--- src/common/bpu_params.svh ---
// Branch predictor parameters shared by the packages and the RTL blocks
`ifndef BPU_PARAMS_SVH
`define BPU_PARAMS_SVH

// --------------------------------------------------
// Address format
// --------------------------------------------------
// Width of a program counter
`define XLEN 32

// Instruction alignment bits, always zero in a fetch address
`define OFFSET 2

// --------------------------------------------------
// Table sizes
// --------------------------------------------------
// BTB index width, 16 rows
`define BTB_BITS 4

// Pattern table index width, 64 counters
`define BHT_BITS 6

// Global history length, same as the pattern table index
`define GHR_LEN 6

`endif

--- src/common/bpu_fetch_pkg.sv ---
// Fetch side types, used at the ports of the branch prediction unit
`include "bpu_params.svh"

package bpu_fetch_pkg;

  // --------------------------------------------------
  // Address types
  // --------------------------------------------------
  // Full program counter
  typedef logic [`XLEN-1:0] addr_t;

  // Target with the alignment bits removed
  typedef logic [`XLEN-`OFFSET-1:0] target_t;

  // --------------------------------------------------
  // Execute stage to predictor
  // --------------------------------------------------
  typedef struct packed {
    addr_t pc;
    addr_t target;
    logic  taken;
  } resolution_t;

  // --------------------------------------------------
  // Predictor to fetch stage
  // --------------------------------------------------
  typedef struct packed {
    logic  hit;
    logic  taken;
    addr_t target;
  } prediction_t;

endpackage

--- src/common/bpu_counter_pkg.sv ---
// Direction predictor types: saturating counter, history and table index
`include "bpu_params.svh"

package bpu_counter_pkg;

  // --------------------------------------------------
  // Two-bit saturating counter
  // --------------------------------------------------
  // Upper bit gives the predicted direction
  typedef enum logic [1:0] {
    STRONG_NT = 2'b00,
    WEAK_NT   = 2'b01,
    WEAK_T    = 2'b10,
    STRONG_T  = 2'b11
  } sat_cnt_t;

  // --------------------------------------------------
  // History and index
  // --------------------------------------------------
  // Newest outcome sits in bit 0
  typedef logic [`GHR_LEN-1:0] history_t;

  // Pattern table row select
  typedef logic [`BHT_BITS-1:0] bht_idx_t;

endpackage

--- src/btb/btb.sv ---
// Branch target buffer: direct-mapped table of taken-branch targets
`timescale 1ns/100ps
`include "bpu_params.svh"

module btb #(
  parameter int unsigned BTB_BITS = `BTB_BITS
) (
  input  logic                        clk_i,
  input  logic                        rst_ni,
  input  logic                        flush_i,
  input  bpu_fetch_pkg::addr_t        pc_i,
  input  logic                        valid_i,
  input  logic                        del_entry_i,
  input  bpu_fetch_pkg::resolution_t  res_i,
  output logic                        hit_o,
  output bpu_fetch_pkg::target_t      target_o
);

  import bpu_fetch_pkg::*;

  // --------------------------------------------------
  // Table geometry
  // --------------------------------------------------
  localparam int unsigned BTB_ROWS = 1 << BTB_BITS;
  // Tag keeps every PC bit above the index
  localparam int unsigned TAG_W    = `XLEN - BTB_BITS - `OFFSET;

  // One row of the buffer
  typedef struct packed {
    logic             valid;
    logic [TAG_W-1:0] tag;
    target_t          target;
  } btb_row_t;

  btb_row_t btb_d [BTB_ROWS];
  btb_row_t btb_q [BTB_ROWS];

  // Read and write side address split
  logic [BTB_BITS-1:0] rd_idx;
  logic [BTB_BITS-1:0] wr_idx;
  logic [TAG_W-1:0]    rd_tag;
  logic [TAG_W-1:0]    wr_tag;

  // --------------------------------------------------
  // Update from resolutions
  // --------------------------------------------------
  // Index bits sit just above the alignment bits
  assign wr_idx = res_i.pc[BTB_BITS+`OFFSET-1:`OFFSET];
  assign wr_tag = res_i.pc[`XLEN-1:BTB_BITS+`OFFSET];

  always_comb begin
    // Hold every row unless a resolution arrives
    btb_d = btb_q;
    if (valid_i) begin
      if (del_entry_i) begin
        // Not-taken branch frees its row whatever the tag
        btb_d[wr_idx] = '0;
      end else begin
        // Taken branch claims the row
        btb_d[wr_idx].valid  = 1'b1;
        btb_d[wr_idx].tag    = wr_tag;
        btb_d[wr_idx].target = res_i.target[`XLEN-1:`OFFSET];
      end
    end
  end

  // Flush wins over a resolution in the same cycle
  always_ff @(posedge clk_i or negedge rst_ni) begin
    if (!rst_ni) begin
      for (int i = 0; i < BTB_ROWS; i++) begin
        btb_q[i] <= '0;
      end
    end else if (flush_i) begin
      for (int i = 0; i < BTB_ROWS; i++) begin
        btb_q[i] <= '0;
      end
    end else begin
      btb_q <= btb_d;
    end
  end

  // --------------------------------------------------
  // Lookup
  // --------------------------------------------------
  assign rd_idx = pc_i[BTB_BITS+`OFFSET-1:`OFFSET];
  assign rd_tag = pc_i[`XLEN-1:BTB_BITS+`OFFSET];

  // Hit needs a live row with a matching tag
  assign hit_o    = btb_q[rd_idx].valid & (btb_q[rd_idx].tag == rd_tag);
  // Target is passed without the alignment bits
  assign target_o = btb_q[rd_idx].target;

endmodule

--- src/gshare/gshare.sv ---
// Gshare direction predictor that hashes global history with the PC into two-bit counters
`timescale 1ns/100ps
`include "bpu_params.svh"

module gshare (
  input  logic                        clk_i,
  input  logic                        rst_ni,
  input  logic                        flush_i,
  input  bpu_fetch_pkg::addr_t        pc_i,
  input  logic                        res_valid_i,
  input  bpu_fetch_pkg::resolution_t  res_i,
  output logic                        taken_o
);

  import bpu_counter_pkg::*;

  // --------------------------------------------------
  // State
  // --------------------------------------------------
  localparam int unsigned BHT_ROWS = 1 << `BHT_BITS;

  // Pattern table of saturating counters
  sat_cnt_t pht_q [BHT_ROWS];

  // Global history of resolved outcomes
  history_t ghr_q;
  history_t ghr_d;

  // Table row selects
  bht_idx_t rd_idx;
  bht_idx_t upd_idx;

  // Counter after one step toward the outcome
  sat_cnt_t upd_cnt;

  // --------------------------------------------------
  // Counter step with saturation
  // --------------------------------------------------
  function automatic sat_cnt_t cnt_step(input sat_cnt_t cnt, input logic taken);
    sat_cnt_t nxt;
    case (cnt)
      STRONG_NT: nxt = taken ? WEAK_NT  : STRONG_NT;
      WEAK_NT:   nxt = taken ? WEAK_T   : STRONG_NT;
      WEAK_T:    nxt = taken ? STRONG_T : WEAK_NT;
      STRONG_T:  nxt = taken ? STRONG_T : WEAK_T;
      default:   nxt = WEAK_NT;
    endcase
    return nxt;
  endfunction

  // --------------------------------------------------
  // Lookup
  // --------------------------------------------------
  // PC index bits xor current history, same hash as the update side
  assign rd_idx = bht_idx_t'(pc_i[`BHT_BITS+`OFFSET-1:`OFFSET]) ^ ghr_q;

  // Upper counter bit gives the direction
  assign taken_o = (pht_q[rd_idx] == WEAK_T) || (pht_q[rd_idx] == STRONG_T);

  // --------------------------------------------------
  // Update
  // --------------------------------------------------
  assign upd_idx = bht_idx_t'(res_i.pc[`BHT_BITS+`OFFSET-1:`OFFSET]) ^ ghr_q;
  assign upd_cnt = cnt_step(pht_q[upd_idx], res_i.taken);

  // Outcome enters at bit 0 and the oldest bit drops out
  assign ghr_d = {ghr_q[`GHR_LEN-2:0], res_i.taken};

  // History register
  // Flush clears it and drops any resolution of that cycle
  always_ff @(posedge clk_i or negedge rst_ni) begin
    if (!rst_ni) begin
      ghr_q <= '0;
    end else if (flush_i) begin
      ghr_q <= '0;
    end else if (res_valid_i) begin
      ghr_q <= ghr_d;
    end
  end

  // Counter table
  // Learned state survives a flush
  always_ff @(posedge clk_i or negedge rst_ni) begin
    if (!rst_ni) begin
      for (int i = 0; i < BHT_ROWS; i++) begin
        pht_q[i] <= WEAK_NT;
      end
    end else if (res_valid_i && !flush_i) begin
      // Counter picked with the history before the shift
      pht_q[upd_idx] <= upd_cnt;
    end
  end

endmodule

--- src/source/branch_predictor.sv ---
// Branch prediction unit top level: BTB target plus gshare direction
`timescale 1ns/100ps
`include "bpu_params.svh"

module branch_predictor (
  input  logic                        clk_i,
  input  logic                        rst_ni,
  input  logic                        flush_i,
  input  bpu_fetch_pkg::addr_t        pc_i,
  input  logic                        res_valid_i,
  input  bpu_fetch_pkg::resolution_t  res_i,
  output bpu_fetch_pkg::prediction_t  prediction_o
);

  import bpu_fetch_pkg::*;

  // --------------------------------------------------
  // Internal signals
  // --------------------------------------------------
  // BTB side
  logic    btb_hit;
  target_t btb_target;
  logic    btb_del;

  // Direction side
  logic    dir_taken;

  // --------------------------------------------------
  // Resolution routing
  // --------------------------------------------------
  // Not-taken branches free their BTB row
  assign btb_del = ~res_i.taken;

  // Target buffer
  btb #(
    .BTB_BITS    (`BTB_BITS)
  ) u_btb (
    .clk_i       (clk_i),
    .rst_ni      (rst_ni),
    .flush_i     (flush_i),
    .pc_i        (pc_i),
    .valid_i     (res_valid_i),
    .del_entry_i (btb_del),
    .res_i       (res_i),
    .hit_o       (btb_hit),
    .target_o    (btb_target)
  );

  // Direction predictor, trained on every resolution
  gshare u_gshare (
    .clk_i       (clk_i),
    .rst_ni      (rst_ni),
    .flush_i     (flush_i),
    .pc_i        (pc_i),
    .res_valid_i (res_valid_i),
    .res_i       (res_i),
    .taken_o     (dir_taken)
  );

  // --------------------------------------------------
  // Prediction
  // --------------------------------------------------
  always_comb begin
    prediction_o.hit    = btb_hit;
    // Only a known branch can be predicted taken
    prediction_o.taken  = btb_hit & dir_taken;
    // Alignment bits restored as zeros
    prediction_o.target = {btb_target, {`OFFSET{1'b0}}};
  end

endmodule

--- config.mk ---
export PLATFORM = sky130hd
export DESIGN_NAME = branch_predictor
export DESIGN_NICKNAME = d
export VERILOG_FILES = /design/src/common/bpu_fetch_pkg.sv /design/src/common/bpu_counter_pkg.sv /design/src/btb/btb.sv /design/src/gshare/gshare.sv /design/src/source/branch_predictor.sv
export VERILOG_INCLUDE_DIRS = /design/src /design/src/common
export SDC_FILE = /design/constraint.sdc
export NUM_CORES = 1
export LEC_CHECK = 0
export BUFFER_PORTS_ARGS = -buffer_cell sky130_fd_sc_hd__clkbuf_2
export CAP_MARGIN = 20
export CORE_MARGIN = 3
export CORE_UTILIZATION = 60
export CTS_BUF_LIST = sky130_fd_sc_hd__clkbuf_2 sky130_fd_sc_hd__clkbuf_4 sky130_fd_sc_hd__clkbuf_8
export CTS_CLUSTER_SIZE = 30
export DETAILED_ROUTE_END_ITERATION = 12
export GPL_TIMING_DRIVEN = 1
export PLACE_DENSITY = 0.84
export SYNTH_ARGS = -nofsm -noshare
export SYNTH_HDL_FRONTEND = slang
export SYNTH_SLANG_ARGS = --single-unit
--- constraint.sdc ---
create_clock -name clk_i -period 9.5 [get_ports clk_i]
set_input_delay 1.425 -clock clk_i [delete_from_list [all_inputs] [get_ports clk_i]]
set_output_delay 1.425 -clock clk_i [all_outputs]
set_load 0.01 [all_outputs]
==> results.tsv <==
stage	metric	value	unit
floorplanning	die_h	284	microns
synth	ys_warn_count	0	
worst_setup_path	path_common_cell	mux4_2	
sta	finalSetupViolCount	0	
sta	hold_viol	0	
routing	ant_nets	0	
global_route	grt_max_degree	184	
synth	avgSynthCellArea	14.0	sq um
global_route	grt_pass1_vias	35700	
power_and_ir_drop	peakVddDrop	0.000120	V
floorplanning	dieArea	0.0805	sq mm
final_layout	drive_above_1_share	27.2	%
power_and_ir_drop	leakage	23.3	nW
worst_setup_path	reg2reg_from	u_gshare.ghr_q[0]$_DFFE_PN0P_	
worst_setup_path	crit_arrival	5.50	ns
global_route	antenna_found_initial	19	
synth	ys.flop_type	dfrtp_1	
global_route	track_usage	35.3	%
clock_tree	cts_root_buf	clkbuf_8	
synth	synth.largest_area_cell	dfrtp_1	
synth	postSynthCellCount	3309	
sta	finalCritPeriodShare	72.9	%
worst_setup_path	cp_slowest_cell	buf_8	
clock_tree	clk_pin_slew	0.06	ns
outcome	status	completed	
sta	worst_slack	2.57	ns
worst_setup_path	r2r_cells	10	
floorplanning	coreArea	0.0762	sq mm
worst_setup_path	worst-path-max-fanout	76	
clock_tree	cts_tree	built	
routing	wirelength	142	mm
sta	fin_hold_ws	0.469	ns
placed_design	gp_congestion	0.917	
sta	relSlewSlack	17.2	%
worst_setup_path	r2r_slack	5.55	ns
sta	rsz0062_at_grt	no	
synth	synth_top_area_share	53.1	%
worst_hold_path	min_path_type	reg2reg	
final_layout	num-nets-final	3367	
synth	synth_area_leaders	dfrtp_1 (53%), a22o_1 (17%), mux4_2 (15%), dfstp_2 (3.6%), clkbuf_1 (1.9%)	
sta	layout_min_cycle_time	6.93	ns
sta	max_freq	144	MHz
final_layout	fillCellCount	4845	
routing	routed_via_density	7.65	
placed_design	place.port_buffers	126	
worst_setup_path	r2r_end	u_gshare.pht_q[124]$_DFFE_PN1P_	
clock_tree	clock-sinks	1046	
routing	route.detailed.drc	0	
clock_tree	htreeDepth	4	
clock_tree	clock_latency	0.85	ns
worst_hold_path	min_path_cells	2	
final_layout	area_growth	10.7	%
worst_setup_path	path_cells	buf_8 > buf_4 > mux4_2 > mux4_2 > xnor2_1 > nand4_1 > or4_4 > nor4_4 > and2_1 > clkbuf_2	
global_route	grt_pass1_wl	217	mm
worst_hold_path	hold_path_end	u_gshare.pht_q[60]$_DFFE_PN1P_	
routing	firstDrtPassIters	6	
worst_setup_path	crit_required	8.08	ns
synth	synth_edf_count	0	
final_layout	final_cell_area	0.0512	sq mm
synth	synth-seq-cells	1046	
routing	drt_iter0_drc	5084	
sta	worst_slew_pin_slew	1.24	ns
synth	synth_seq_area_share	56.8	%
run	drv_cap	0	
sta	clock_skew	0.0565	ns
synth	synth-async-reset-ratio	100	%
worst_setup_path	worst_path_largest_cell_delay	0.61	ns
sta	tns	0	ns
clock_tree	cts_buffer_depth	3	
worst_hold_path	worstHoldStart	u_gshare.pht_q[60]$_DFFE_PN1P_	
synth	synth_area	0.0463	sq mm
worst_setup_path	start_kind	input port	
power_and_ir_drop	totalPowerFinal	9.57	mW
routing	route.vias.total	33900	
clock_tree	cts_hold_buffers	0	
worst_setup_path	crit_type	in2out	
floorplanning	rows	101	
placed_design	post-dp-hpwl	73.2	mm
floorplanning	die_w	284	microns
placed_design	dpl_cell_area	0.0475	sq mm
power_and_ir_drop	power_density	187	mW/mm^2
floorplanning	pin_count	135	
global_route	overflow	0	
clock_tree	cts_buffers	168	
floorplanning	initial_utilization	60.7	%
placed_design	post-place-ws	2.56	ns
sta	drv_slew	0	
clock_tree	cts_resized	0	
routing	avgRoutedWirePerCell	32.0	microns
synth	ys_types	56	
worst_setup_path	endpoint_kind	primary output	
clock_tree	cts_setup_buffers	0	
-- routing by layer --
metal  up-vias  GRT usage [%]  part of all wire, %
li1      12800              -                    -
met3       617           11.6                   13
met4        10           21.8                  5.6
met5         -              0                0.041
met1     17500           44.7                   35
met2      3040           53.2                   47
-- state kept, by name (all words and copies together) (netlist names) --
| signal | flops |
|---|---|
| u_gshare.ghr_q | 6 |
| u_btb.btb_q | 912 |
| u_gshare.pht_q | 128 |
-- stage by stage --
| stage | instances | util, % |
|---|---|---|
| 2_1_floorplan | 3310 | - |
| 3_3_place_gp | 4121 | 62.3 |
| 3_5_place_dp | 4121 | 62.3 |
| 4_1_cts | 4409 | 67.0 |
| 5_1_grt | 4426 | 67.2 |
| 6_report | 4429 | 67.2 |
-- cell families after synthesis --
family	count (synthesis)	share of synthesized area [%]
compound gates	1126	20.0
xor+xnor	44	0.890
fa+ha+maj	2	0.0487
buf+inv	419	3.69
flops	1046	56.8
mux	339	15.7
other cells	1	0.00811
simple gates	332	2.96
-- final cells by class --
class                           instances  area [sq um]  area share (%)
Tap cell                             1030          1290            2.52
Timing Repair Buffer                  202          1360            2.66
Clock inverter                         29           367           0.716
Antenna cell                           15          37.5          0.0733
Sequential cell                      1046         26300            51.3
Multi-Input combinational cell       1845         18700            36.4
Clock buffer                          259          3250            6.34
Inverter                                3          11.3          0.0220
-- worst max path at each step --
stage,cells after the start,endpoint,startpoint,slack [ns]
final,10,prediction_o[32],pc_i[2],2.57
after global routing,10,prediction_o[32],pc_i[2],2.38
after CTS,10,prediction_o[32],pc_i[2],2.57
after detailed placement,10,prediction_o[32],pc_i[2],2.56
after global placement,10,prediction_o[32],pc_i[2],2.57
after floorplan,8,prediction_o[32],pc_i[2],3.79
-- synth_stat cells, types with 5 or more instances --
master and instances:
dfrtp_1 982, a22o_1 895, mux4_2 307, clkbuf_1 240
nand2_1 236, buf_1 116, o21ai_0 106, dfstp_2 64
nor2_1 41, buf_2 39, xnor2_1 34, o21ai_1 26
nor3_1 22, a21oi_1 19, mux2i_1 17, a21o_1 16
mux2_2 14, a31oi_1 12, buf_4 10, o221ai_1 9
o22ai_1 8, xor2_1 8, a221oi_1 7, and3_1 7
nand4_1 7, clkbuf_2 6, nand3_1 6, a311oi_1 5
-- cell usage in the layout (no fill, tap or decap), types with 13 or more instances in the layout --
master / n
dfstp_2: 64
nand2_1: 236
nor2_1: 29
clkbuf_4: 51
clkbuf_2: 121
clkbuf_8: 209
a21o_1: 16
diode_2: 15
mux2_2: 14
a22o_1: 895
mux2i_1: 17
dfrtp_1: 982
clkinv_2: 13
o21ai_1: 26
mux4_2: 307
buf_4: 69
xnor2_1: 31
o21ai_0: 106
nor3_1: 18
-- critical path: cells and delay by family --
family,cells,cell delay [ns]
XOR/XNOR,1,0.32
buffers and inverters,3,1.20
multiplexers,2,1.10
AND/OR/NAND/NOR,4,1.33
-- where the power goes --
part	switching [mW]	leakage, nW	internal [mW]	total, mW
Sequential	0.0594	14.3	4.56	4.62
Clock	1.84	1.92	2.34	4.18
Combinational	0.549	7.08	0.216	0.765
No activity file was read; power rests on OpenSTA's default activity.
